File: config.mk
export PLATFORM = sky130hd
export DESIGN_NAME = boot_rom
export DESIGN_NICKNAME = d
export VERILOG_FILES = /design/src/rtl/harness_pkg.sv /design/src/rtl/boot_rom.sv
export SDC_FILE = /design/constraint.sdc
export NUM_CORES = 1
export LEC_CHECK = 0
export BUFFER_PORTS_ARGS = -buffer_cell sky130_fd_sc_hd__buf_4
export CAP_MARGIN = 40
export CORE_MARGIN = 3
export CORE_UTILIZATION = 41
export DETAILED_ROUTE_END_ITERATION = 7
export HOLD_SLACK_MARGIN = 0.15
export PLACE_DENSITY_LB_ADDON = 0.25
export RECOVER_POWER = 100
export SLEW_MARGIN = 20
export SYNTH_ARGS = -nofsm -noshare
export SYNTH_HDL_FRONTEND = slang
export SYNTH_SLANG_ARGS = --single-unit
File: constraint.sdc
create_clock -name clk_i -period 7.5 [get_ports clk_i]
set_clock_uncertainty 0.15 [all_clocks]
set_input_delay 0.75 -clock clk_i [delete_from_list [all_inputs] [get_ports clk_i]]
set_output_delay 0.75 -clock clk_i [all_outputs]
set_load 0.05 [all_outputs]
File: src/rtl/harness_pkg.sv
/*
  Shared definitions for the Wishbone test harness.
  Bus is 32 bit wide with word-granular targets; the low address bits
  below ADDR_LSB are ignored by every target.
  Windows must be a power-of-two number of words so that the low
  word-address bits index each target directly.
*/
package harness_pkg;

  // Bus widths
  typedef logic [31:0] addr_t;
  typedef logic [31:0] data_t;
  typedef logic [3:0]  sel_t;

  localparam int unsigned WORD_BYTES = $bits(data_t) / 8;
  localparam int unsigned ADDR_LSB   = $clog2(WORD_BYTES);

  // ----------------------------------------------------------------------
  // Address map
  // ----------------------------------------------------------------------
  localparam addr_t       ROM_BASE   = 32'h0000_0000;
  localparam int unsigned ROM_WORDS  = 8;
  localparam addr_t       SRAM_BASE  = 32'h1000_0000;
  localparam int unsigned SRAM_WORDS = 256;
  localparam addr_t       CTRL_BASE  = 32'h2000_0000;
  localparam int unsigned CTRL_WORDS = 2;

  // Word index inside each window
  typedef logic [$clog2(ROM_WORDS)-1:0]  rom_idx_t;
  typedef logic [$clog2(SRAM_WORDS)-1:0] sram_idx_t;
  typedef logic [$clog2(CTRL_WORDS)-1:0] ctrl_idx_t;

  // Control register slots, offset 0 and offset 4
  localparam ctrl_idx_t CTRL_EXIT_IDX   = ctrl_idx_t'(0);
  localparam ctrl_idx_t CTRL_DBG_EN_IDX = ctrl_idx_t'(1);

  // Boot image, word 0 at ROM_BASE
  localparam data_t ROM_IMAGE [ROM_WORDS] = '{
    32'h0000_0297, 32'h0202_8593, 32'hf140_2573, 32'h0182_b283,
    32'h0002_8067, 32'h8000_0000, 32'h0000_0000, 32'hdead_beef
  };

  // ----------------------------------------------------------------------
  // Debug request gate
  // ----------------------------------------------------------------------
  // Rising edges after reset release during which debug_req stays blocked
  localparam int unsigned DBG_DELAY_CYCLES = 50;
  typedef logic [$clog2(DBG_DELAY_CYCLES+1)-1:0] dbg_cnt_t;

endpackage

File: src/rtl/boot_rom.sv
/*
  Read-only boot memory with a Wishbone-style single-cycle response.
  Content is the fixed package image; writes are refused with err and
  leave the image untouched. One answer per strobe, one cycle later,
  so the strobe must drop in the cycle after the response.
*/
`timescale 1ns/1ns

module boot_rom (
  input  logic              clk_i,
  input  logic              rst_ni,
  input  logic              stb_i,
  input  logic              we_i,
  input  harness_pkg::addr_t adr_i,
  output harness_pkg::data_t dat_o,
  output logic              ack_o,
  output logic              err_o
);
  import harness_pkg::*;

  rom_idx_t rom_idx;
  logic     access;
  logic     ack_q;
  logic     err_q;
  data_t    dat_q;

  assign rom_idx = adr_i[ADDR_LSB +: $bits(rom_idx_t)];

  // Ignore a strobe that is still held while we answer
  assign access = stb_i & ~(ack_q | err_q);

  always_ff @(posedge clk_i or negedge rst_ni) begin : p_resp
    if (!rst_ni) begin
      ack_q <= 1'b0;
      err_q <= 1'b0;
    end else begin
      ack_q <= access & ~we_i;
      err_q <= access & we_i;
    end
  end

  // Read word only
  always_ff @(posedge clk_i) begin : p_rdata
    if (access && !we_i) begin
      dat_q <= ROM_IMAGE[rom_idx];
    end
  end

  assign dat_o = dat_q;
  assign ack_o = ack_q;
  assign err_o = err_q;

endmodule

==> results.ini <==
[detailed_routing]
drtAntennaViolNets=0
drtPass1Iterations=4
drc=0
viasPerCell=4.26
finalWirelength_um=1400
wl_per_cell_um=11.0
vias=541
first_iter_violations=9

[floorplan]
die_area_um2=2820
io_pins=70
die_w_um=53.1
start_util=0.450
placement_rows=16
core_region_area_um2=2020
die_h_um=53.1

[hold_path]
holdPathStages=1
min_to=err_o$_DFF_PN0_
min-delay-start=ack_o$_DFF_PN0_
worstHoldPathType=flip-flop to flip-flop

[timing]
report.final.slew_viol_count=0
tightestPinTransition_ns=0.950
setup_violations=0
fmax_mhz=467
slew_headroom=0.367
min_period_ns=2.14
rsz0062_at_grt=no
period_share=0.285
finalHoldViolCount=0
fin_setup_tns_ns=0

[clocking]
insertion_delay_ns=0.28
clk_path_buf_depth=2
ctsResizeCount=0
clkSlewWorstSetupHoldPaths_ns=0.10
cts_sinks=20
cts_tree=built
cts_setup_buffers=0
cts_buffers=3
root_buffer=clkbuf_4
htreeDepth=1

[worst_setup_path]
crit_arrival_ns=1.24
worst_setup_path_start_kind=flip-flop
critPathRequiredTime_ns=6.60
path_max_fanout=8
path_buf_inv=1
crit_family=buffers and inverters
slowest_stage=clkbuf_1
path_cells=clkbuf_1
critical_path.startpoint=dat_o[27]$_SDFFCE_PN0P_
end_kind=output port
r2r-end=dat_o[24]$_SDFFCE_PP0P_
reg2regPathDepth=2
r2r_start=err_o$_DFF_PN0_
reg2reg_slack_ns=5.54
cpPeakStageDelay_ns=0.50
path_class=flip-flop to output port

[place]
hpwl_um=1010
io_buffer_count=38
place_inst=122
place_congestion=0.732

[finish]
fin_nets=142
areaGrowthSynthToFinish_pct=12.6
final_core_util=0.507
diodes=0
drive_above_1_share=0.0500
final_cell_count_no_fill=127

[pwr]
powerDensity_nw_per_um2=222
p_leak_nw=0.400
peakVddDrop_mv=0.126

[synthesis]
ys_warn_count=0
netlist-cell-type-count=17
syn_avg_cell_area_um2=13.0
synthCells=70
ys_seq_area_frac=0.648
syn_area_um2=911
synth-seq-cells=20

[global_routing]
grt_pass1_vias=495
antenna_found_initial=0
grt_use_total=0.107
gr-total-overflow=0
grt_max_degree=20
grt_pass1_wl_um=2130

[run_status]
outcome=completed

[flow_run]
cap_violations=0

-- state kept, by name, indices dropped and copies added, names as in the netlist --
register,count
ack_o,1
dat_o,18
err_o,1
-- cell usage after synthesis --
cell type | count | area [µm²]
ha_1 | 5 | 62.6
nand2b_1 | 3 | 18.8
o21ai_0 | 1 | 5.00
mux2i_1 | 1 | 10.0
dfrtp_1 | 2 | 50.1
buf_4 | 15 | 113
inv_1 | 5 | 18.8
nor2_1 | 2 | 7.51
nor4b_1 | 1 | 8.76
nor3_1 | 1 | 5.00
o21a_1 | 1 | 7.51
nand2_1 | 8 | 30.0
conb_1 | 1 | 3.75
nor2b_1 | 1 | 6.26
inv_2 | 1 | 3.75
edfxtp_1 | 18 | 541
o21ai_1 | 4 | 20.0
-- power breakdown --
part / switching [W] / leakage, nW / internal, W
clock: 0.0000290 / 0.0154 / 0.0000193
sequential: 0.00000197 / 0.195 / 0.000128
combinational: 0.0000405 / 0.190 / 0.00000808
total: 0.0000714 / 0.400 / 0.000156
-- what timing repair did --
item / 4_1_cts / 5_1_grt
hold buffers: 1 / 0
endpoints found under the hold margin: 2 / 0
setup endpoints to repair: 0 / 0
-- cells in the final DEF (no fill, tap or decap), drive strengths merged --
| cell | instances |
|---|---|
| buf | 2 |
| clkbuf | 40 |
| clkinv | 2 |
| conb | 2 |
| dfrtp | 2 |
| dlygate4sd3 | 1 |
| edfxtp | 18 |
| ha | 5 |
| inv | 5 |
| mux2i | 1 |
| nand2 | 8 |
| nand2b | 3 |
| nor2 | 2 |
| nor2b | 1 |
| nor3 | 1 |
| nor4b | 1 |
| o21a | 1 |
| o21ai | 5 |
-- final cells by class --
class,instances,area [µm²]
Fill cell,220,996
Sequential cell,20,591
Multi-Input combinational cell,30,189
Timing Repair Buffer,40,164
Tap cell,27,33.8
Clock buffer,3,22.5
Inverter,6,22.5
Clock inverter,1,3.75
-- routing by layer --
metal / routed length, µm / vias up / global-route usage
li1: - / 276 / -
met1: 549 / 239 / 0.124
met2: 685 / 24 / 0.182
met3: 148 / 2 / 0.0197
met4: 12 / 0 / 0.0638
met5: 0 / - / 0
-- worst max path at each step --
stage,end,slack (ns),cells after the start
2_1_floorplan,dat_o[10]$_DFFE_PP_,4.10,1
3_3_place_gp,dat_o[10]$_DFFE_PP_,5.49,5
3_5_place_dp,dat_o[10]$_DFFE_PP_,5.47,5
4_1_cts,dat_o[18],5.56,1
5_1_grt,dat_o[27]$_SDFFCE_PN0P_,5.22,3
6_report,dat_o[21],5.36,1
-- metrics by stage --
step	power [W]	worst slack, ns	area [µm²]	hold WS, ns
after floorplan	0.000177	4.10	915	0.304
after CTS	0.000239	5.56	1170	0.340
after detailed placement	0.000190	5.47	1130	0.325
final	0.000227	5.36	1030	0.316
after global routing	0.000238	5.22	1030	0.354
after global placement	0.000190	5.49	1130	0.310
-- cells by family (layout without fill, tap and decap cells) --
kind of cell | Yosys count | count (layout) | share of synthesized area
DFF | 20 | 20 | 0.648
other | 1 | 2 | 0.00412
and+or+nand+nor | 16 | 16 | 0.0838
buffers and inverters | 21 | 50 | 0.148
muxes | 1 | 1 | 0.0110
AOI/OAI and AO/OA | 6 | 6 | 0.0357
adders and majority gates | 5 | 5 | 0.0687
Power figures use the tool's default switching activity.
