### config.mk
export PLATFORM = sky130hd
export DESIGN_NAME = bus_fabric
export DESIGN_NICKNAME = d
export VERILOG_FILES = /design/src/rtl/harness_pkg.sv /design/src/rtl/bus_fabric.sv
export SDC_FILE = /design/constraint.sdc
export NUM_CORES = 1
export LEC_CHECK = 0
export BUFFER_PORTS_ARGS = -buffer_cell sky130_fd_sc_hd__buf_2
export CAP_MARGIN = 10
export CORE_AREA = 2 2 67 69
export DETAILED_ROUTE_END_ITERATION = 10
export DIE_AREA = 0 0 69 71
export PLACE_DENSITY_LB_ADDON = 0.2
export SYNTH_ARGS = -nofsm -noshare
export SYNTH_HDL_FRONTEND = slang
export SYNTH_SLANG_ARGS = --single-unit
### constraint.sdc
create_clock -name clk_i -period 1.55 [get_ports clk_i]
set_input_delay 0.0775 -clock clk_i [delete_from_list [all_inputs] [get_ports clk_i]]
set_output_delay 0.0775 -clock clk_i [all_outputs]
set_load 0.01 [all_outputs]
### src/rtl/harness_pkg.sv
/*
  Shared definitions for the Wishbone test harness.
  Bus is 32 bit wide with word-granular targets; the low address bits
  below ADDR_LSB are ignored by every target.
  Windows must be a power-of-two number of words so that the low
  word-address bits index each target directly.
*/
package harness_pkg;

  // Bus widths
  typedef logic [31:0] addr_t;
  typedef logic [31:0] data_t;
  typedef logic [3:0]  sel_t;

  localparam int unsigned WORD_BYTES = $bits(data_t) / 8;
  localparam int unsigned ADDR_LSB   = $clog2(WORD_BYTES);

  // ----------------------------------------------------------------------
  // Address map
  // ----------------------------------------------------------------------
  localparam addr_t       ROM_BASE   = 32'h0000_0000;
  localparam int unsigned ROM_WORDS  = 8;
  localparam addr_t       SRAM_BASE  = 32'h1000_0000;
  localparam int unsigned SRAM_WORDS = 256;
  localparam addr_t       CTRL_BASE  = 32'h2000_0000;
  localparam int unsigned CTRL_WORDS = 2;

  // Word index inside each window
  typedef logic [$clog2(ROM_WORDS)-1:0]  rom_idx_t;
  typedef logic [$clog2(SRAM_WORDS)-1:0] sram_idx_t;
  typedef logic [$clog2(CTRL_WORDS)-1:0] ctrl_idx_t;

  // Control register slots, offset 0 and offset 4
  localparam ctrl_idx_t CTRL_EXIT_IDX   = ctrl_idx_t'(0);
  localparam ctrl_idx_t CTRL_DBG_EN_IDX = ctrl_idx_t'(1);

  // Boot image, word 0 at ROM_BASE
  localparam data_t ROM_IMAGE [ROM_WORDS] = '{
    32'h0000_0297, 32'h0202_8593, 32'hf140_2573, 32'h0182_b283,
    32'h0002_8067, 32'h8000_0000, 32'h0000_0000, 32'hdead_beef
  };

  // ----------------------------------------------------------------------
  // Debug request gate
  // ----------------------------------------------------------------------
  // Rising edges after reset release during which debug_req stays blocked
  localparam int unsigned DBG_DELAY_CYCLES = 50;
  typedef logic [$clog2(DBG_DELAY_CYCLES+1)-1:0] dbg_cnt_t;

endpackage

### src/rtl/bus_fabric.sv
/*
  Address decode and response merge for the Wishbone slave port.
  Exactly one target strobe is raised for a mapped address; an address
  outside all windows is answered here with err one cycle later.
  Read data comes from the target that acks, zero otherwise, so err
  responses always carry zero data.
*/
`timescale 1ns/1ns

module bus_fabric (
  input  logic               clk_i,
  input  logic               rst_ni,
  // Master side
  input  logic               cyc_i,
  input  logic               stb_i,
  input  harness_pkg::addr_t adr_i,
  output logic               ack_o,
  output logic               err_o,
  output harness_pkg::data_t dat_o,
  // Target strobes
  output logic               rom_stb_o,
  output logic               sram_stb_o,
  output logic               ctrl_stb_o,
  // Target returns
  input  logic               rom_ack_i,
  input  logic               rom_err_i,
  input  harness_pkg::data_t rom_dat_i,
  input  logic               sram_ack_i,
  input  harness_pkg::data_t sram_dat_i,
  input  logic               ctrl_ack_i,
  input  harness_pkg::data_t ctrl_dat_i
);
  import harness_pkg::*;

  logic req;
  logic rom_hit;
  logic sram_hit;
  logic ctrl_hit;
  logic unmapped_err_q;

  // Wrapping subtraction keeps this a single compare per window
  function automatic logic in_window(addr_t adr, addr_t base, int unsigned words);
    addr_t offset;
    offset = adr - base;
    return offset < addr_t'(words * WORD_BYTES);
  endfunction

  // ----------------------------------------------------------------------
  // Decode
  // ----------------------------------------------------------------------
  assign req      = cyc_i & stb_i;
  assign rom_hit  = in_window(adr_i, ROM_BASE, ROM_WORDS);
  assign sram_hit = in_window(adr_i, SRAM_BASE, SRAM_WORDS);
  assign ctrl_hit = in_window(adr_i, CTRL_BASE, CTRL_WORDS);

  assign rom_stb_o  = req & rom_hit;
  assign sram_stb_o = req & sram_hit;
  assign ctrl_stb_o = req & ctrl_hit;

  // Error responder for unmapped addresses, same one-shot rule as targets
  always_ff @(posedge clk_i or negedge rst_ni) begin : p_unmapped
    if (!rst_ni) begin
      unmapped_err_q <= 1'b0;
    end else begin
      unmapped_err_q <= req & ~(rom_hit | sram_hit | ctrl_hit) & ~unmapped_err_q;
    end
  end

  // ----------------------------------------------------------------------
  // Response merge
  // ----------------------------------------------------------------------
  assign ack_o = rom_ack_i | sram_ack_i | ctrl_ack_i;
  assign err_o = rom_err_i | unmapped_err_q;

  always_comb begin
    if (rom_ack_i) begin
      dat_o = rom_dat_i;
    end else if (sram_ack_i) begin
      dat_o = sram_dat_i;
    end else if (ctrl_ack_i) begin
      dat_o = ctrl_dat_i;
    end else begin
      dat_o = '0;
    end
  end

endmodule

==> qor.csv, run 1 <==
metric,value,unit
fillCellCount,463,
wl_per_cell,11.86,um
slowest_delay,0.52,ns
grt_use_total,15.76,%
grt_pass1_vias,1596,
crit_required,1.47,ns
cp_cell_sequence,buf_2 > or4_4 > nor3_2 > nand4_2 > nor4_1 > buf_2,
period_minus_slack,1.408,ns
status,"complete, no violations",
path_clk_slew,0,ns
path_max_fanout,4,
vias,1693,
die-area,4899,um2
hold_viol,0,
layout.cells.non_filler,360,
seqPwrFrac,6.1,%
slew_viol_final,0,
tightest_slew,0.3470,ns
power.total,513.6,uW
worst_hold_slack,0.4091,ns
synth_top_area_share,26.47,%
die_y,71,um
grt_max_degree,36,
p_switching,227.4,uW
avgSynthCellArea,5.788,um2
vdd_drop_max,0.1278,mV
min_period_over_period,90.84,%
cellPowerDensity,285.8,nW/um2
ys.flop_type,dfrtp_1,
seq_area_frac_synth,2.941,%
rows,24,
crit_arrival,1.33,ns
die_x,69,um
synth_edf_count,0,
async_reset_ff_share,100.0,%
p_leak,0.9966,nW
post_cts.repair.setup_buffers,0,
finClkSkew,0,ns
place_inst,359,
hold_class,in2async,
worstSetupPathType,in2out,
drc_errors,0,
synth_common_cells,"nand2_1 (36), a22oi_1 (30), o21ai_1 (26), clkbuf_1 (13)",
cts_resized,0,
setup_viol,0,
grt_pass1_wl,6.693,mm
critPathTopFamily,simple AND/OR/NAND/NOR gates,
ant_nets,0,
maxCapViolCount,0,
io_pins,173,
pwr-share-comb,93.9,%
yosys.area.top_type,a22oi_1,
syn-num-nets,285,
final_cell_area,1797,um2
placed_cell_area,1787,um2
endpoint_kind,primary output,
p_sw_share,44.27,%
n_antenna_cell,0,
crit_buf_inv,2,
p_int,286.2,uW
max_slew_margin,76.87,%
fin_nets,448,
synth_most_common_cell,nand2_1,
yosysWarnings,0,
detailed_place_hpwl,3.616,mm
drt_iter0_drc,76,
wl,4.269,mm
insertion_delay,0,ns
largestRegisters,unmapped_err_q: 1 flops,
grt_antenna_before_repair,0,
firstDrtPassIters,4,
coreArea,4204,um2
max_freq,0.7102,GHz
largest_reg_flops,1,
syn-cell-area,850.8,um2
rsz0062_at_grt,false,
start_util,20.24,%
crit_top_cell,buf_2,
worst_setup_path_start_kind,primary input,
gr-total-overflow,0,
syn_to_final_growth,111.2,%
synth_cell_type_count,26,
ys_seq_elements,1,
largest-register,unmapped_err_q,
numPortBuffers,169,
fin_tns_setup,0,ns
clkPwrFrac,0,%
synth_area_leaders,"a22oi_1 (26%), nand2_1 (16%), o21ai_1 (15%), clkbuf_1 (5.7%), o21ai_0 (3.5%)",
crit_slowest_cell,or4_4,
drive_gt1_share,59.09,%
gp_congestion,0.7580,
viasPerCell,4.703,
syn_inst,147,
path summary, 6_finish.rpt:
check	start	endpoint	slack [ns]	cells past startpoint
min in group clk_i	rom_err_i	err_o	0.42	3
max reg2reg	unmapped_err_q	unmapped_err_q	0.65	2
min	rst_ni	unmapped_err_q	0.41	2
max	adr_i[25]	ctrl_stb_o	0.14	6
min reg2reg	unmapped_err_q	unmapped_err_q	0.56	2
max in group asynchronous	rst_ni	unmapped_err_q	1.05	2
cells by family after synthesis:
family / Yosys count / share of synthesized area (%)
DFF: 1 / 2.941
AOI/OAI and AO/OA: 67 / 49.26
adders and majority gates: 2 / 2.941
and+or+nand+nor: 59 / 35.73
xor gates and xnor gates: 2 / 2.059
buffers and inverters: 16 / 7.059
layer usage:
metal	share of wire [%]	vias up	track usage, %
li1	-	873	-
met1	39	718	18.49
met2	50	96	30.56
met3	9.5	6	2.564
met4	1.3	0	2.179
met5	0	-	0
repair_timing:
action	4_1_cts	5_1_grt
setup endpoints to repair	0	2
endpoints found under the hold margin	1	0
hold buffers	1	0
power groups by stage:
stage / combinational [mW] / sequential [mW] / clock, mW
after detailed placement: 0.484 / 0.0313 / 0
after global routing: 0.538 / 0.0320 / 0
after floorplan: 0.204 / 0.0307 / 0
after global placement: 0.481 / 0.0314 / 0
after CTS: 0.488 / 0.0314 / 0
final: 0.482 / 0.0314 / 0
stage by stage:
| stage | setup WS [ns] | util [%] |
|---|---|---|
| 3_3_place_gp | 0.05147 | 42.50 |
| 2_1_floorplan | 0.1606 | - |
| 3_5_place_dp | 0.05717 | 42.50 |
| 4_1_cts | 0.05125 | 42.74 |
| 5_1_grt | 0.03320 | 42.74 |
| 6_report | 0.1419 | 42.74 |
final cells by class:
type	instances	area, um2	area share [%]
sequential	1	25.02	1.393
timing repair buffer	175	930.9	51.81
tap	52	65.06	3.621
multi-input combinational	130	768.2	42.76
inverter	2	7.507	0.4178
layout by cell type (no fill, tap or decap), types with 3 or more instances in the layout:
cell,count
o21ai_1,26
nor4_1,3
nand2_1,36
nor2_1,6
buf_2,169
a21oi_1,3
o21ai_0,6
buf_12,3
a22oi_1,30
Note: power is estimated with default switching activity, not from simulation.
==> run 2: changes to the inputs <==
PLACE_DENSITY = 0.69   (was default)
PLACE_DENSITY_LB_ADDON = default   (was 0.2)
==> run 2 against run 1 <==
  * Clock skew did not move
  * Combinational power about the same
  * Sequential share of layout area about the same
  * Global-route usage decreased by 0.059 points
  * Wire length fell by 1.2%
  * Register-to-register slack is essentially flat
  * Sequential power is essentially flat
  * Final cell count unchanged
  * Power fell by 0.52%
  * Design area increased by 0.14%
  * Worst hold slack lost 0.023 ns
  * Critical path type unchanged
==> qor.csv, run 2 (synthesized netlist as in run 1, its figures left out) <==
metric,value,unit,change
status,"complete, no violations",,
slowest_delay,0.53,ns,about the same
numPortBuffers,169,,unchanged
mostFrequentLayoutCells,"buf_2 (169), nand2_1 (36), a22oi_1 (30), o21ai_1 (26)",,
fin_util,42.80,%,+0.060 points
placed_cell_area,1762,um2,-1.4%
post_cts.repair.setup_buffers,0,,unchanged
min_period_over_period,92.68,%,+1.8 points
n_antenna_cell,0,,unchanged
path_max_fanout,4,,unchanged
detailed_place_hpwl,3.686,mm,+1.9%
fin_nets,448,,unchanged
start_util,20.24,%,unchanged
dp_worst_setup_slack,-0.005723,ns,-0.06289 ns
worst_setup_path_start_kind,primary input,,
period_minus_slack,1.437,ns,+0.02846 ns
grt_use_total,15.70,%,-0.059 points
grt_pass1_vias,1622,,+1.6%
syn_to_final_growth,111.5,%,
wl,4.219,mm,-1.2%
vdd_drop_max,0.1309,mV,+2.4%
fillCellCount,451,,-2.6%
drc_errors,0,,unchanged
grt_max_degree,31,,-14%
crit_arrival,1.36,ns,+0.03 ns
vias,1711,,+1.1%
drt_iter0_drc,39,,-49%
slew_viol_final,0,,unchanged
max_slew_margin,70.66,%,-6.2 points
coreArea,4204,um2,unchanged
die-area,4899,um2,unchanged
mostFrequentLayoutCell,buf_2,,
maxCapViolCount,0,,unchanged
setup_slack,0.1135,ns,-0.02847 ns
ant_nets,0,,unchanged
gp_congestion,0.8126,,+7.2%
largestRegisters,unmapped_err_q: 1 flops,,
cp_cell_sequence,buf_2 > or4_4 > nor3_4 > nand4_4 > nor3_1 > buf_2,,
p_leak,0.9971,nW,about the same
setup_viol,0,,unchanged
gr-total-overflow,0,,unchanged
cellPowerDensity,284.0,nW/um2,-0.66%
finClkSkew,0,ns,unchanged
path_clk_slew,0,ns,unchanged
crit_buf_inv,2,,unchanged
fin_tns_setup,0,ns,unchanged
crit_slowest_cell,or4_4,,
crit_top_cell,buf_2,,
worst_hold_slack,0.3860,ns,-0.02315 ns
largest-register,unmapped_err_q,,
drive_gt1_share,59.74,%,+0.65 points
io_pins,173,,unchanged
final_cell_area,1799,um2,+0.14%
rsz0062_at_grt,false,,
die_x,69,um,unchanged
tightest_slew,0.4401,ns,+0.09313 ns
hold_class,in2async,,
largest_reg_flops,1,,unchanged
worstSetupPathType,in2out,,
firstDrtPassIters,4,,unchanged
insertion_delay,0,ns,unchanged
hold_viol,0,,unchanged
critPathTopFamily,simple AND/OR/NAND/NOR gates,,
rows,24,,unchanged
wl_per_cell,11.72,um,-1.2%
grt_pass1_wl,6.748,mm,+0.82%
viasPerCell,4.753,,+1.1%
crit_required,1.47,ns,about the same
max_freq,0.6961,GHz,-2.0%
grt_antenna_before_repair,0,,unchanged
die_y,71,um,unchanged
endpoint_kind,primary output,,
## run 2: cell counts in the layout (fill, tap and decap cells not counted)
No cell type changed its count.
## run 2: power breakdown
group	switching, mW	internal (mW)	total [mW]
clock	0	0	0
combinational	0.230	0.250	0.480
sequential	0.00189	0.0293	0.0312
total	0.232	0.279	0.511
## run 2: metrics by stage
stage / power [mW] / std cells
floorplan: 0.2343 / 147
global placement: 0.5023 / 359
detailed placement: 0.5109 / 359
CTS: 0.5143 / 360
global route: 0.5632 / 360
finish: 0.5109 / 360
## run 2: layer usage
metal	vias up	GRT usage (%)	wire length, um
li1	873	-	-
met1	729	16.70	1615
met2	105	32.69	2117
met3	4	3.134	445
met4	0	1.089	40
met5	-	0	0
## run 2: area by class of cell
class	count	area (um2)	share of cell area, %
flip-flops and latches	1	25.02	1.391
inverters	2	7.507	0.4172
well taps	52	65.06	3.616
repair buffers	175	905.9	50.35
multi-input cells	130	795.8	44.23
## run 2: timing repair
| action | 4_1_cts | 5_1_grt |
|---|---|---|
| setup endpoints to repair | 0 | 2 |
| hold buffers | 1 | 0 |
| resized for setup | 0 | 4 |
| endpoints found under the hold margin | 1 | 0 |
## run 2: final timing paths
kind / start / endpoint / slack [ns] / depth (start not counted)
setup / recovery: adr_i[25] / sram_stb_o / 0.11 / 6
hold / removal: rst_ni / unmapped_err_q / 0.39 / 2
setup reg to reg: unmapped_err_q / unmapped_err_q / 0.65 / 2
hold reg to reg: unmapped_err_q / unmapped_err_q / 0.56 / 2
max in group asynchronous: rst_ni / unmapped_err_q / 1.08 / 2
min in group clk_i: rom_err_i / err_o / 0.43 / 3
## run 2: worst register-to-register path: stages (launching register included)
cell and delay, ns:
dfrtp_1 0.37, a311o_1 0.32, o2bb2ai_1 0.13
==> run 3: changes to the inputs <==
CORE_AREA = 2 2 66 68   (was 2 2 67 69)
DIE_AREA = 0 0 68 70   (was 0 0 69 71)
PLACE_DENSITY = 0.74   (was 0.69)
clock period = 1.25 ns   (was 1.55 ns; I/O delays follow)
==> run 3 against run 2 <==
  * The run now ends with setup timing left
  * Core utilization up 1.3 points
  * Sequential share of layout area about the same
  * Register-to-register slack worse by 0.30 ns
==> qor.csv, run 3 (synthesized netlist as in run 1, its figures left out) <==
metric,value,unit,change
vdd_drop_max,0.1620,mV,+24%
wl_per_cell,11.48,um,-2.0%
slowest_delay,0.53,ns,about the same
wl,4.169,mm,-1.2%
cellPowerDensity,348.5,nW/um2,+23%
finClkSkew,0,ns,unchanged
mostFrequentLayoutCells,"buf_2 (168), nand2_1 (36), a22oi_1 (30), o21ai_1 (26), buf_4 (7)",,
largest-register,unmapped_err_q,,
tightest_slew,0.3289,ns,-0.1112 ns
max_slew_margin,77.89,%,+7.2 points
path_max_fanout,4,,unchanged
hold_class,in2async,,
die_y,70,um,-1.4%
detailed_place_hpwl,3.502,mm,-5.0%
fillCellCount,443,,-1.8%
dp_worst_setup_slack,-0.2965,ns,-0.2908 ns
drt_iter0_drc,32,,-18%
path_clk_slew,0,ns,unchanged
ant_nets,0,,unchanged
cp_cell_sequence,buf_6 > or4_4 > nor3_4 > nand4_4 > nor4_2 > buf_2,,
gp_congestion,0.7893,,-2.9%
worstReg2RegStart,unmapped_err_q,,
vias,1676,,-2.0%
n_antenna_cell,0,,unchanged
coreArea,4144,um2,-1.4%
crit_required,1.19,ns,-0.28 ns
power.total,637.1,uW,+25%
max_freq,0.7273,GHz,
worstSetupPathType,in2out,,
placed_cell_area,1797,um2,+2.0%
min_period_over_period,110.0,%,
start_util,20.53,%,+0.29 points
mostFrequentLayoutCell,buf_2,,
largestRegisters,unmapped_err_q: 1 flops,,
final_cell_area,1828,um2,+1.6%
slew_viol_final,0,,unchanged
grt_antenna_before_repair,0,,unchanged
die_x,68,um,-1.4%
r2r_cells,2,,unchanged
numPortBuffers,169,,unchanged
fin_tns_setup,-0.4210,ns,-0.4210 ns
crit_buf_inv,2,,unchanged
insertion_delay,0,ns,unchanged
worst_setup_path_start_kind,primary input,,
gr-total-overflow,0,,unchanged
setup_slack,-0.1250,ns,-0.2385 ns
grt_max_degree,34,,+9.7%
grt_use_total,15.81,%,+0.11 points
largest_reg_flops,1,,unchanged
firstDrtPassIters,4,,unchanged
p_leak,1.012,nW,+1.5%
die-area,4760,um2,-2.8%
fin_nets,451,,+0.67%
period_minus_slack,1.375,ns,
syn_to_final_growth,114.9,%,
fin_util,44.11,%,+1.3 points
viasPerCell,4.617,,-2.9%
io_pins,173,,unchanged
grt_pass1_wl,6.279,mm,-7.0%
violations,setup timing,,
crit_arrival,1.31,ns,-0.05 ns
status,finished with violations,,
endpoint_kind,primary output,,
drive_gt1_share,60.13,%,+0.39 points
drc_errors,0,,unchanged
r2r_end,unmapped_err_q,,
maxCapViolCount,0,,unchanged
rsz0062_at_grt,true,,
rows,24,,unchanged
grt_pass1_vias,1515,,-6.6%
crit_slowest_cell,or4_4,,
rrSetupSlack,0.35,ns,-0.30 ns
setup_viol,4,,+4
critPathTopFamily,simple AND/OR/NAND/NOR gates,,
hold_viol,0,,unchanged
run 3: changes by cell type in the layout (fill, tap and decap cells not counted), sizes merged:
cell,change
buf,+3
run 3: worst max-delay path by stage:
| stage | startpoint | end | depth (start not counted) |
|---|---|---|---|
| finish | adr_i[25] | ctrl_stb_o | 6 |
| global route | adr_i[25] | ctrl_stb_o | 6 |
| CTS | adr_i[25] | ctrl_stb_o | 6 |
| detailed placement | adr_i[25] | ctrl_stb_o | 6 |
| global placement | adr_i[25] | rom_stb_o | 6 |
| floorplan | adr_i[25] | ctrl_stb_o | 4 |
run 3: per-stage QoR:
step / hold slack, ns / std cells
5_1_grt: 0.3892 / 363
2_1_floorplan: -0.2331 / 147
4_1_cts: 0.3854 / 363
3_5_place_dp: -0.1616 / 362
6_report: 0.3835 / 363
3_3_place_gp: -0.1630 / 362
run 3: layout make-up:
| cell class | instances | area (um2) | share of cell area (%) |
|---|---|---|---|
| multi-input combinational | 130 | 795.8 | 43.53 |
| inverter | 2 | 7.507 | 0.4107 |
| timing repair buffer | 178 | 934.6 | 51.13 |
| sequential | 1 | 25.02 | 1.369 |
| tap | 52 | 65.06 | 3.559 |
run 3: power breakdown:
part	internal (mW)	switching, mW	total, mW
combinational	0.316	0.282	0.598
sequential	0.0363	0.00243	0.0388
clock	0	0	0
total	0.352	0.285	0.637
run 3: metal layers:
| layer | routed length [um] | global-route usage [%] |
|---|---|---|
| met5 | 0 | 0 |
| met4 | 23 | 1.333 |
| met3 | 353 | 1.771 |
| met2 | 2161 | 31.50 |
| met1 | 1631 | 17.71 |
run 3: what timing repair did:
action	in CTS	in global routing
buffers inserted	0	0
setup endpoints to repair	4	4
hold buffers	1	0
pin swaps	3	0
resized for setup	1	2
hold endpoints to repair	1	0
