==> src/rtl/harness_pkg.sv <==
/*
  Shared definitions for the Wishbone test harness.
  Bus is 32 bit wide with word-granular targets; the low address bits
  below ADDR_LSB are ignored by every target.
  Windows must be a power-of-two number of words so that the low
  word-address bits index each target directly.
*/
package harness_pkg;

  // Bus widths
  typedef logic [31:0] addr_t;
  typedef logic [31:0] data_t;
  typedef logic [3:0]  sel_t;

  localparam int unsigned WORD_BYTES = $bits(data_t) / 8;
  localparam int unsigned ADDR_LSB   = $clog2(WORD_BYTES);

  // ----------------------------------------------------------------------
  // Address map
  // ----------------------------------------------------------------------
  localparam addr_t       ROM_BASE   = 32'h0000_0000;
  localparam int unsigned ROM_WORDS  = 8;
  localparam addr_t       SRAM_BASE  = 32'h1000_0000;
  localparam int unsigned SRAM_WORDS = 256;
  localparam addr_t       CTRL_BASE  = 32'h2000_0000;
  localparam int unsigned CTRL_WORDS = 2;

  // Word index inside each window
  typedef logic [$clog2(ROM_WORDS)-1:0]  rom_idx_t;
  typedef logic [$clog2(SRAM_WORDS)-1:0] sram_idx_t;
  typedef logic [$clog2(CTRL_WORDS)-1:0] ctrl_idx_t;

  // Control register slots, offset 0 and offset 4
  localparam ctrl_idx_t CTRL_EXIT_IDX   = ctrl_idx_t'(0);
  localparam ctrl_idx_t CTRL_DBG_EN_IDX = ctrl_idx_t'(1);

  // Boot image, word 0 at ROM_BASE
  localparam data_t ROM_IMAGE [ROM_WORDS] = '{
    32'h0000_0297, 32'h0202_8593, 32'hf140_2573, 32'h0182_b283,
    32'h0002_8067, 32'h8000_0000, 32'h0000_0000, 32'hdead_beef
  };

  // ----------------------------------------------------------------------
  // Debug request gate
  // ----------------------------------------------------------------------
  // Rising edges after reset release during which debug_req stays blocked
  localparam int unsigned DBG_DELAY_CYCLES = 50;
  typedef logic [$clog2(DBG_DELAY_CYCLES+1)-1:0] dbg_cnt_t;

endpackage

==> src/rtl/ctrl_regs.sv <==
/*
  Control target: exit code and debug enable, plus the debug request gate.
  Offset 0 holds the exit code (drives exit_o), offset 4 holds the debug
  enable in bit 0. Both reset values are fixed: exit 0, enable 1.
  debug_req_o is blocked for DBG_DELAY_CYCLES edges after reset release,
  then follows the registered request ANDed with the enable.
*/
`timescale 1ns/1ns

module ctrl_regs (
  input  logic               clk_i,
  input  logic               rst_ni,
  input  logic               stb_i,
  input  logic               we_i,
  input  harness_pkg::addr_t adr_i,
  input  harness_pkg::data_t dat_i,
  output harness_pkg::data_t dat_o,
  output logic               ack_o,
  input  logic               debug_req_i,
  output logic               debug_req_o,
  output harness_pkg::data_t exit_o
);
  import harness_pkg::*;

  ctrl_idx_t reg_idx;
  logic      access;
  logic      ack_q;
  data_t     dat_q;
  data_t     exit_q;
  logic      dbg_en_q;
  dbg_cnt_t  del_cnt_q;
  logic      dbg_req_q;

  assign reg_idx = adr_i[ADDR_LSB +: $bits(ctrl_idx_t)];
  assign access  = stb_i & ~ack_q;

  // ----------------------------------------------------------------------
  // Register file
  // ----------------------------------------------------------------------
  // Registers update on the same edge that raises ack
  always_ff @(posedge clk_i or negedge rst_ni) begin : p_regs
    if (!rst_ni) begin
      ack_q    <= 1'b0;
      exit_q   <= '0;
      dbg_en_q <= 1'b1;
    end else begin
      ack_q <= access;
      if (access && we_i) begin
        if (reg_idx == CTRL_EXIT_IDX) begin
          exit_q <= dat_i;
        end
        if (reg_idx == CTRL_DBG_EN_IDX) begin
          dbg_en_q <= dat_i[0];
        end
      end
    end
  end

  always_ff @(posedge clk_i) begin : p_rdata
    if (access && !we_i) begin
      dat_q <= (reg_idx == CTRL_EXIT_IDX) ? exit_q : data_t'(dbg_en_q);
    end
  end

  // ----------------------------------------------------------------------
  // Debug request gate
  // ----------------------------------------------------------------------
  always_ff @(posedge clk_i or negedge rst_ni) begin : p_dbg_gate
    if (!rst_ni) begin
      del_cnt_q <= dbg_cnt_t'(DBG_DELAY_CYCLES);
      dbg_req_q <= 1'b0;
    end else begin
      if (del_cnt_q != '0) begin
        del_cnt_q <= del_cnt_q - 1'b1;
      end
      dbg_req_q <= debug_req_i & dbg_en_q;
    end
  end

  // Counter at zero opens the gate
  assign debug_req_o = dbg_req_q & (del_cnt_q == '0);

  assign dat_o  = dat_q;
  assign ack_o  = ack_q;
  assign exit_o = exit_q;

endmodule

==> config.mk <==
export PLATFORM = sky130hd
export DESIGN_NAME = ctrl_regs
export DESIGN_NICKNAME = d
export VERILOG_FILES = /design/src/rtl/harness_pkg.sv /design/src/rtl/ctrl_regs.sv
export SDC_FILE = /design/constraint.sdc
export NUM_CORES = 1
export LEC_CHECK = 0
export ABC_AREA = 0
export BUFFER_PORTS_ARGS = -buffer_cell sky130_fd_sc_hd__buf_2
export CAP_MARGIN = 20
export CORE_MARGIN = 4
export CORE_UTILIZATION = 50
export CTS_CLUSTER_DIAMETER = 150
export DETAILED_ROUTE_END_ITERATION = 8
export PLACE_DENSITY_LB_ADDON = 0.12
export RECOVER_POWER = 25
export SLEW_MARGIN = 0
export SYNTH_ARGS = -nofsm -noshare
export SYNTH_HDL_FRONTEND = slang
export SYNTH_SLANG_ARGS = --single-unit
==> constraint.sdc <==
create_clock -name clk_i -period 4.34 [get_ports clk_i]
set_clock_uncertainty 0.15 [all_clocks]
set_input_delay 0.217 -clock clk_i [delete_from_list [all_inputs] [get_ports clk_i]]
set_output_delay 0.217 -clock clk_i [all_outputs]
set_load 0.05 [all_outputs]
==> impl_metrics.env, run 1 <==
export IMPL_syn_num_nets=242
export IMPL_yosysSeqAreaShare_pct=67.5
export IMPL_core_area_um2=5610
export IMPL_start_util_pct=52.7
export IMPL_drive_gt1_share_pct=43.8
export IMPL_antenna_left=0
export IMPL_hp_start="we_i"
export IMPL_cts_tree="done"
export IMPL_r2r_slack_ns=2.04
export IMPL_fill_cells=435
export IMPL_grt_pass1_vias=1934
export IMPL_cts_made_buffers=9
export IMPL_r2r_worst_path_cells=3
export IMPL_p_leak_nw=1.77
export IMPL_drv_slew=35
export IMPL_cts_setup_buffers=0
export IMPL_port_buffers=103
export IMPL_placementRows=27
export IMPL_tns_ns=0
export IMPL_grt_overflow=0
export IMPL_timing_final_crit_share_pct=56.2
export IMPL_syn_area_per_cell_um2=17.3
export IMPL_fmax_mhz=410
export IMPL_crit_slowest_cell="and3b_2"
export IMPL_drtPass1Iterations=3
export IMPL_status="finished with violations"
export IMPL_final_cells=389
export IMPL_worst_ep_required_time_ns=4.40
export IMPL_arrival_ns=2.50
export IMPL_die_w_um=84.9
export IMPL_period_needed_ns=2.44
export IMPL_hold_path_depth=3
export IMPL_dpl_hpwl_um=3560
export IMPL_worstHoldEndpoint="dbg_en_q"
export IMPL_cp_top_family="simple AND/OR/NAND/NOR gates"
export IMPL_dp_cells=338
export IMPL_layout_nets=383
export IMPL_reg2reg_to="exit_o[12]"
export IMPL_ys_seq_elements=73
export IMPL_finalWirelength_um=6020
export IMPL_tightest_slew_ns=1.55
export IMPL_critical_path_class="input pin to register"
export IMPL_grt_antenna_before_repair=0
export IMPL_grt_pass1_wl_um=9770
export IMPL_post_cts_resized=0
export IMPL_maxCapViolCount=1
export IMPL_setup_violations=0
export IMPL_viasPerCell=4.69
export IMPL_path_cells="dlygate4sd3_1, buf_2, nor2b_1, and3b_2, mux2_2"
export IMPL_syn_inst=171
export IMPL_cts_hold_fix_buffers=34
export IMPL_syn_area_um2=2950
export IMPL_ios=135
export IMPL_violations="max-capacitance violations, max-slew violations"
export IMPL_min_path_type="input pin to register"
export IMPL_end_kind="register"
export IMPL_root_buffer="clkbuf_8"
export IMPL_ir_drop_v=0.000324
export IMPL_cts_buffer_depth=2
export IMPL_cp_start_kind="input pin"
export IMPL_antenna_cells=0
export IMPL_crit_buf_inv=2
export IMPL_grt_start_max_net_pins=42
export IMPL_htree_levels=3
export IMPL_seqCellArea_um2=1990
export IMPL_critPathMaxFanout=32
export IMPL_routed_via_count=1824
export IMPL_rsz0062_at_grt="false"
export IMPL_relSlewSlack_pct=-3.06
export IMPL_hold_violations=0
export IMPL_syn2layout_area_growth_pct=34.5
export IMPL_drc=0
export IMPL_yosysWarnings=0
export IMPL_die_h_um=84.9
export IMPL_r2r_start="ack_o"
export IMPL_drtIter0Drc=73
export IMPL_holdWs_ns=0.114
export IMPL_clkSinkCount=73
export IMPL_wl_per_cell_um=15.5
export IMPL_cp_slowest_stage_delay_ns=0.97
export IMPL_dieArea_um2=7200
export IMPL_multi_input_area_um2=867
export IMPL_p_per_area_nw_per_um2=493
export IMPL_globalplace_congestion=0.698
export IMPL_path_clk_slew_ns=0.07
export IMPL_worstSkewPairLatency_ns=0.32
export IMPL_synth_cell_types=22
export IMPL_grt_usage_pct=17.5
==> worst max path at each step <==
stage | slack (ns) | cells after the start | start | to
4_1_cts | 2.15 | 3 | ack_o | exit_o[12]
2_1_floorplan | 1.53 | 2 | ack_o | dat_o[0]
6_report | 1.90 | 5 | stb_i | exit_o[12]
3_5_place_dp | 2.03 | 3 | adr_i[2] | exit_o[12]
3_3_place_gp | 2.02 | 3 | adr_i[2] | exit_o[12]
5_1_grt | 1.77 | 3 | adr_i[2] | exit_o[24]
==> cells by family after synthesis <==
kind of cell	count (synthesis)	synth area share (%)
adder cells (fa/ha/maj)	2	0.847
multiplexers	36	17.5
AND/OR/NAND/NOR	46	9.79
flip-flops	73	67.5
buffers and inverters	10	3.22
XOR/XNOR	4	1.19
==> metal layers <==
layer,share of wire (%),track usage [%],vias to the layer above,routed length [um]
met2,49,29.0,63,2960
met3,6.3,4.76,6,379
met5,0,0,-,0
met4,1.1,6.47,0,64
met1,43,22.2,884,2620
li1,-,-,871,-
==> cell usage in the layout, fill, tap and decap left out <==
cell type | netlist | final
buf_2 | 0 | 83
dfrtp_1 | 37 | 37
dlygate4sd3_1 | 0 | 35
edfxtp_1 | 32 | 32
nor2b_1 | 31 | 31
mux2_4 | 30 | 30
clkbuf_1 | 3 | 22
clkbuf_8 | 0 | 11
mux2_2 | 5 | 5
xnor2_1 | 4 | 4
nor2_1 | 4 | 4
dfstp_2 | 4 | 4
clkinv_2 | 0 | 3
inv_1 | 2 | 2
and2_1 | 2 | 2
nor3_1 | 2 | 2
nand3_1 | 2 | 2
ha_1 | 2 | 2
nor2b_4 | 1 | 1
and3b_1 | 2 | 1
and3b_2 | 0 | 1
nor3b_1 | 1 | 1
mux2i_1 | 1 | 1
and2b_2 | 1 | 1
==> registers in the layout, indices dropped and copies added (netlist names) <==
signal	count
exit_o	32
del_cnt_q	6
dbg_req_q	1
ack_o	1
dat_o	32
dbg_en_q	1
==> worst min-delay path: cells and delay by family <==
family        cells  cell delay (ns)
buf+inv           1             0.12
mux               1             0.15
simple gates      1             0.07
==> cell type report <==
class | count | area share (%)
multi-input cells | 88 | 21.8
repair buffers | 138 | 21.2
well taps | 72 | 2.27
clock inverters | 3 | 0.378
flip-flops and latches | 73 | 50.2
inverters | 2 | 0.189
clock buffers | 13 | 4.00
==> per-stage QoR <==
stage               power (W)  setup slack, ns  instance area, um2  utilization, %
finish                0.00196             1.90                3970            70.8
global route          0.00204             1.77                3970            70.8
CTS                   0.00197             2.15                3990            71.2
detailed placement    0.00148             2.03                3480            62.0
global placement      0.00147             2.02                3480            62.0
floorplan             0.00135             1.53                2950               -
==> where the power goes <==
group | internal (W) | switching [W] | leakage [nW]
registers | 0.000824 | 0.0000564 | 0.793
clock network | 0.000237 | 0.000233 | 0.0932
logic | 0.000205 | 0.000403 | 0.888
==> synthesized netlist by cell type <==
cell type | n | area, um2
nor3b_1 | 1 | 7.51
and2b_2 | 1 | 8.76
buf_6 | 1 | 11.3
and2_1 | 2 | 12.5
mux2_2 | 5 | 56.3
nand3_1 | 2 | 10.0
ha_1 | 2 | 25.0
nor2b_1 | 31 | 194
mux2_4 | 30 | 450
nor3_1 | 2 | 10.0
and3b_1 | 2 | 17.5
inv_1 | 2 | 7.51
dfstp_2 | 4 | 105
clkbuf_1 | 3 | 11.3
edfxtp_1 | 32 | 961
mux2i_1 | 1 | 10.0
buf_12 | 3 | 60.1
dfrtp_1 | 37 | 926
xnor2_1 | 4 | 35.0
nor2b_4 | 1 | 13.8
nor2_1 | 4 | 15.0
clkbuf_2 | 1 | 5.00
Power figures use the tool's default switching activity.
==> inputs of run 2 (changes only) <==
--- a/config.mk
+++ b/config.mk
@@ -5,11 +5,11 @@
 export SDC_FILE = /design/constraint.sdc
 export NUM_CORES = 1
 export LEC_CHECK = 0
-export ABC_AREA = 0
+export ABC_AREA = 1
 export BUFFER_PORTS_ARGS = -buffer_cell sky130_fd_sc_hd__buf_2
 export CAP_MARGIN = 20
 export CORE_MARGIN = 4
-export CORE_UTILIZATION = 50
+export CORE_UTILIZATION = 47
 export CTS_CLUSTER_DIAMETER = 150
 export DETAILED_ROUTE_END_ITERATION = 8
 export PLACE_DENSITY_LB_ADDON = 0.12
==> constraint.sdc (replaced) <==
create_clock -name clk_i -period 2.45 [get_ports clk_i]
set_clock_uncertainty 0.15 [all_clocks]
set_input_delay 0.1225 -clock clk_i [delete_from_list [all_inputs] [get_ports clk_i]]
set_output_delay 0.1225 -clock clk_i [all_outputs]
set_load 0.05 [all_outputs]
==> run 2 against run 1 <==
  * Non-clock buffer count is 6 higher
  * Critical path type is now register to output port
  * Sequential share of layout area down 2.4 points
  * Critical path depth unchanged
  * Total power grew 73%
  * Largest cell class unchanged
  * Sequential power is 73% higher
  * Count of clock-buffer cells in the layout fell by 1
  * The flow now finishes without violations
==> impl_metrics.env, run 2 <==
export IMPL_final_cell_mix="buf_2, inv_1, nand2_1, nor2_1, dfrtp_1"
export IMPL_grt_overflow=0
export IMPL_path_cells="inv_1, ha_1, nand3_1, nor2_1, buf_2"
export IMPL_drv_slew=0
export IMPL_critPathMaxFanout=8
export IMPL_ios=135
export IMPL_syn_num_nets=365
export IMPL_placementRows=29
export IMPL_drc=0
export IMPL_min_path_type="input pin to register"
export IMPL_timing_final_crit_share_pct=79.9
export IMPL_relSlewSlack_pct=28.5
export IMPL_fmax_mhz=511
export IMPL_yosysWarnings=0
export IMPL_antenna_left=0
export IMPL_port_buffers=103
export IMPL_maxCapViolCount=0
export IMPL_synth_edf_count=32
export IMPL_routed_via_count=2293
export IMPL_grt_start_max_net_pins=42
export IMPL_die_w_um=89.1
export IMPL_synth_area_leader_cell="edfxtp_1"
export IMPL_antenna_cells=0
export IMPL_period_needed_ns=1.96
export IMPL_holdWs_ns=0.214
export IMPL_hold_path_depth=3
export IMPL_syn_area_um2=3090
export IMPL_cts_buffer_depth=2
export IMPL_hp_start="we_i"
export IMPL_arrival_ns=1.68
export IMPL_synth_cell_types=18
export IMPL_cp_slowest_stage_delay_ns=0.39
export IMPL_end_kind="output port"
export IMPL_crit_start="del_cnt_q[0]"
export IMPL_start_util_pct=48.7
export IMPL_hold_violations=0
export IMPL_seqCellArea_um2=1990
export IMPL_async_flop_share_pct=56.2
export IMPL_ys_top_cells_by_count="inv_1, nand2_1, nor2_1"
export IMPL_globalplace_congestion=0.747
export IMPL_htree_levels=3
export IMPL_grt_antenna_before_repair=0
export IMPL_dieArea_um2=7930
export IMPL_r2r_start="ack_o"
export IMPL_synth_area_leaders="edfxtp_1, dfrtp_1, inv_1, o21ai_2, nand2_1"
export IMPL_tns_ns=0
export IMPL_path_clk_slew_ns=0.08
export IMPL_grt_pass1_wl_um=10200
export IMPL_critical_path_class="register to output port"
export IMPL_syn_inst=294
export IMPL_final_common_cell="buf_2"
export IMPL_worst_ep_required_time_ns=2.18
export IMPL_grt_pass1_vias=2224
export IMPL_drive_gt1_share_pct=31.3
export IMPL_wl_per_cell_um=12.2
export IMPL_yosys_area_top_type_share_pct=31.1
export IMPL_crit_slowest_cell="dfrtp_1"
export IMPL_viasPerCell=4.40
export IMPL_yosysSeqAreaShare_pct=64.5
export IMPL_power_w=0.00339
export IMPL_grt_usage_pct=17.1
export IMPL_synth_most_common_cell="inv_1"
export IMPL_cts_tree="done"
export IMPL_root_buffer="clkbuf_8"
export IMPL_ir_drop_v=0.000591
export IMPL_worstHoldEndpoint="dat_o[25]"
export IMPL_syn2layout_area_growth_pct=35.1
export IMPL_p_per_area_nw_per_um2=811
export IMPL_setup_violations=0
export IMPL_cp_start_kind="register"
export IMPL_die_h_um=89.1
export IMPL_layout_nets=510
export IMPL_finalWirelength_um=6350
export IMPL_fill_cells=536
export IMPL_p_leak_nw=2.13
export IMPL_cts_made_buffers=9
export IMPL_core_area_um2=6350
export IMPL_r2r_slack_ns=0.63
export IMPL_tightest_slew_ns=1.07
export IMPL_dpl_hpwl_um=4100
export IMPL_r2r_worst_path_cells=4
export IMPL_syn_area_per_cell_um2=10.5
export IMPL_drtPass1Iterations=4
export IMPL_clkSinkCount=73
export IMPL_drtIter0Drc=116
export IMPL_reg2reg_to="dbg_en_q"
export IMPL_post_cts_resized=0
export IMPL_multi_input_area_um2=722
export IMPL_status="completed"
export IMPL_rsz0062_at_grt="false"
export IMPL_ys_seq_elements=73
export IMPL_worstSkewPairLatency_ns=0.33
export IMPL_synth_flop_cell="dfrtp_1"
==> run 2: cell types whose count changed after synthesis, moves of 2 or more <==
cell and delta:
and3b_1 -2, mux2_4 -30, buf_12 -3, o21ai_0 +3
nor2b_1 -31, inv_2 +2, buf_6 +6, o21ai_2 +32
and2_1 -2, nor2_1 +39, xnor2_1 -4, mux2_2 -5
inv_1 +73, nand2_1 +46
==> run 2: area by class of cell <==
type / count / area share [%]
sequential: 73 / 47.7
clock inverter: 4 / 1.08
timing repair buffer: 144 / 21.2
clock buffer: 12 / 3.48
inverter: 77 / 6.92
multi-input combinational: 134 / 17.3
tap: 77 / 2.31
==> run 2: logic make-up after synthesis <==
logic type	Yosys count	share of synthesized area, %
XOR/XNOR	1	0.284
buffers and inverters	87	12.3
AND/OR/NAND/NOR	96	12.6
adder cells (fa/ha/maj)	2	0.810
flip-flops	73	64.5
AO/OA/AOI/OAI	35	9.56
==> run 2: stage by stage <==
stage,std cells,setup WS [ns],util (%),area (um2)
floorplan,294,0.360,-,3100
global placement,469,0.845,57.6,3660
detailed placement,469,0.836,57.6,3660
CTS,521,0.458,66.3,4210
global route,521,0.285,65.7,4170
finish,521,0.493,65.7,4170
==> run 2: repair_timing <==
item | CTS | global route
hold endpoints to repair | 72 | 0
setup buffers | 0 | 0
hold buffers | 36 | 0
==> run 2: how the worst max path moves through the flow <==
stage	slack, ns	depth (start not counted)	end
floorplan	0.36	1	dat_o[0]
global placement	0.84	5	debug_req_o
detailed placement	0.84	5	debug_req_o
CTS	0.46	5	debug_req_o
global route	0.29	5	debug_req_o
finish	0.49	5	debug_req_o
==> run 2: power by group <==
| group | switching, W | leakage (nW) | internal (W) | total (W) |
|---|---|---|---|---|
| sequential | 0.0000870 | 0.813 | 0.00143 | 0.00152 |
| clock | 0.000417 | 0.100 | 0.000494 | 0.000912 |
| combinational | 0.000705 | 1.22 | 0.000251 | 0.000955 |
| total | 0.00121 | 2.13 | 0.00218 | 0.00339 |
==> run 2: worst max-delay path, delay by kind of cell, from the launching register on <==
family / cells / cell delay [ns]
fa+ha+maj: 1 / 0.16
buf+inv: 2 / 0.41
flops: 1 / 0.39
simple gates: 2 / 0.38
==> run 2: per-layer routing <==
| layer | up-vias | routed length, um | GRT usage, % |
|---|---|---|---|
| met5 | - | 0 | 0 |
| met4 | 0 | 95 | 7.44 |
| met3 | 9 | 450 | 4.33 |
| met2 | 61 | 3130 | 28.9 |
| met1 | 1052 | 2670 | 20.8 |
| li1 | 1171 | - | - |
==> inputs of run 3 (changes only) <==
==> constraint.sdc (replaced) <==
create_clock -name clk_i -period 1.81 [get_ports clk_i]
set_clock_uncertainty 0.15 [all_clocks]
set_input_delay 0.0905 -clock clk_i [delete_from_list [all_inputs] [get_ports clk_i]]
set_output_delay 0.0905 -clock clk_i [all_outputs]
set_load 0.05 [all_outputs]
==> run 3 against run 2 <==
  * Setup slack lost 0.36 ns
  * Clock power grew 30%
  * Via count decreased by 1.5%
  * Flip-flop and latch count did not move
  * Total power up 34%
  * Wire length up 2.2%
  * Sequential power up 36%
  * Sequential share of layout area fell by 0.62 points
  * Register-to-register slack got worse by 0.30 ns
  * First-iteration DRC count down 6.9%
  * Utilization is 0.87 points higher
==> impl_metrics.env, run 3 (synthesized netlist as in run 2, its figures left out) <==
export IMPL_antenna_left=0
export IMPL_setup_violations=0
export IMPL_cts_setup_buffers=0
export IMPL_dieArea_um2=7930
export IMPL_tightest_slew_ns=0.974
export IMPL_r2r_worst_path_cells=5
export IMPL_r2r_start="ack_o"
export IMPL_drv_slew=0
export IMPL_fmax_mhz=595
export IMPL_final_common_cell="buf_2"
export IMPL_power_w=0.00455
export IMPL_p_leak_nw=2.16
export IMPL_grt_pass1_vias=2218
export IMPL_period_needed_ns=1.68
export IMPL_cp_slowest_stage_delay_ns=0.39
export IMPL_arrival_ns=1.44
export IMPL_r2r_slack_ns=0.33
export IMPL_holdWs_ns=0.258
export IMPL_min_path_type="input pin to async pin"
export IMPL_cts_tree="done"
export IMPL_layout_nets=514
export IMPL_timing_final_crit_share_pct=92.9
export IMPL_antenna_cells=0
export IMPL_cts_made_buffers=9
export IMPL_syn2layout_area_growth_pct=36.9
export IMPL_finalWirelength_um=6490
export IMPL_grt_start_max_net_pins=39
export IMPL_routed_via_count=2258
export IMPL_maxCapViolCount=0
export IMPL_hold_violations=0
export IMPL_path_clk_slew_ns=0.07
export IMPL_root_buffer="clkbuf_8"
export IMPL_clkSinkCount=73
export IMPL_crit_slowest_cell="dfrtp_1"
export IMPL_crit_buf_inv=2
export IMPL_critPathMaxFanout=5
export IMPL_grt_usage_pct=17.9
export IMPL_path_cells="inv_1, ha_1, nand3_1, nor2_2, buf_6"
export IMPL_core_area_um2=6350
export IMPL_placementRows=29
export IMPL_port_buffers=103
export IMPL_relSlewSlack_pct=35.0
export IMPL_final_cell_mix="buf_2, inv_1, nand2_1, nor2_1, dlygate4sd3_1"
export IMPL_status="completed"
export IMPL_worstSkewPairLatency_ns=0.33
export IMPL_cp_top_family="flip-flops"
export IMPL_cts_buffer_depth=2
export IMPL_ir_drop_v=0.000660
export IMPL_drtPass1Iterations=6
export IMPL_die_h_um=89.1
export IMPL_dpl_hpwl_um=4220
export IMPL_start_util_pct=48.7
export IMPL_drtIter0Drc=108
export IMPL_grt_overflow=0
export IMPL_viasPerCell=4.30
export IMPL_wl_per_cell_um=12.4
export IMPL_end_kind="output port"
export IMPL_drc=0
export IMPL_worst_ep_required_time_ns=1.57
export IMPL_reg2reg_to="exit_o[9]"
export IMPL_rsz0062_at_grt="false"
export IMPL_htree_levels=3
export IMPL_grt_antenna_before_repair=0
export IMPL_ios=135
export IMPL_critical_path_class="register to output port"
export IMPL_globalplace_congestion=0.725
export IMPL_grt_pass1_wl_um=10600
export IMPL_cp_start_kind="register"
export IMPL_drive_gt1_share_pct=32.6
export IMPL_die_w_um=89.1
export IMPL_p_per_area_nw_per_um2=1080
## run 3: report_power, final
group          total, W  switching (W)  leakage [nW]  internal (W)
Combinational   0.00131       0.000960          1.25      0.000347
Clock           0.00119       0.000554        0.0941      0.000632
Sequential      0.00206       0.000122         0.813       0.00194
## run 3: how the worst max path moves through the flow
stage	from	to	slack, ns	depth (start not counted)
6_report	del_cnt_q[0]	debug_req_o	0.13	5
3_3_place_gp	del_cnt_q[0]	debug_req_o	0.40	5
3_5_place_dp	ack_o	exit_o[9]	0.38	5
4_1_cts	del_cnt_q[0]	debug_req_o	0.02	5
5_1_grt	del_cnt_q[0]	debug_req_o	0.02	5
2_1_floorplan	ack_o	dat_o[0]	-0.15	1
## run 3: what timing repair did
item	CTS	global route
resized for setup	0	4
setup endpoints to repair	0	1
endpoints found under the hold margin	75	0
hold buffers	38	0
## run 3: area by class of cell
cell class	instances	area, um2
Clock buffer	12	135
Clock inverter	4	45.0
Fill cell	523	2120
Inverter	77	289
Multi-Input combinational cell	134	732
Sequential cell	73	1990
Tap cell	77	96.3
Timing Repair Buffer	148	940
## run 3: per-layer routing
metal	vias up	global-route usage (%)	share of wire, %
met5	-	0	0
met4	0	8.53	1.1
met3	6	4.42	6.6
met2	63	28.9	48
met1	1014	22.9	44
li1	1175	-	-
## run 3: per-stage QoR
stage	setup TNS (ns)	cells	utilization, %	instance area (um2)	setup WS (ns)
2_1_floorplan	-4.67	294	-	3100	-0.146
3_3_place_gp	0	471	58.1	3690	0.400
3_5_place_dp	0	471	58.1	3690	0.380
4_1_cts	0	525	66.9	4250	0.0206
5_1_grt	0	525	66.6	4230	0.0195
6_report	0	525	66.6	4230	0.129
## run 3: worst register-to-register path, stage by stage, from the launching register on
cell and delay (ns):
dfrtp_1 0.47, nor2_4 0.08, nand3_4 0.06, buf_4 0.40, nand2_1 0.16, o21ai_2 0.08
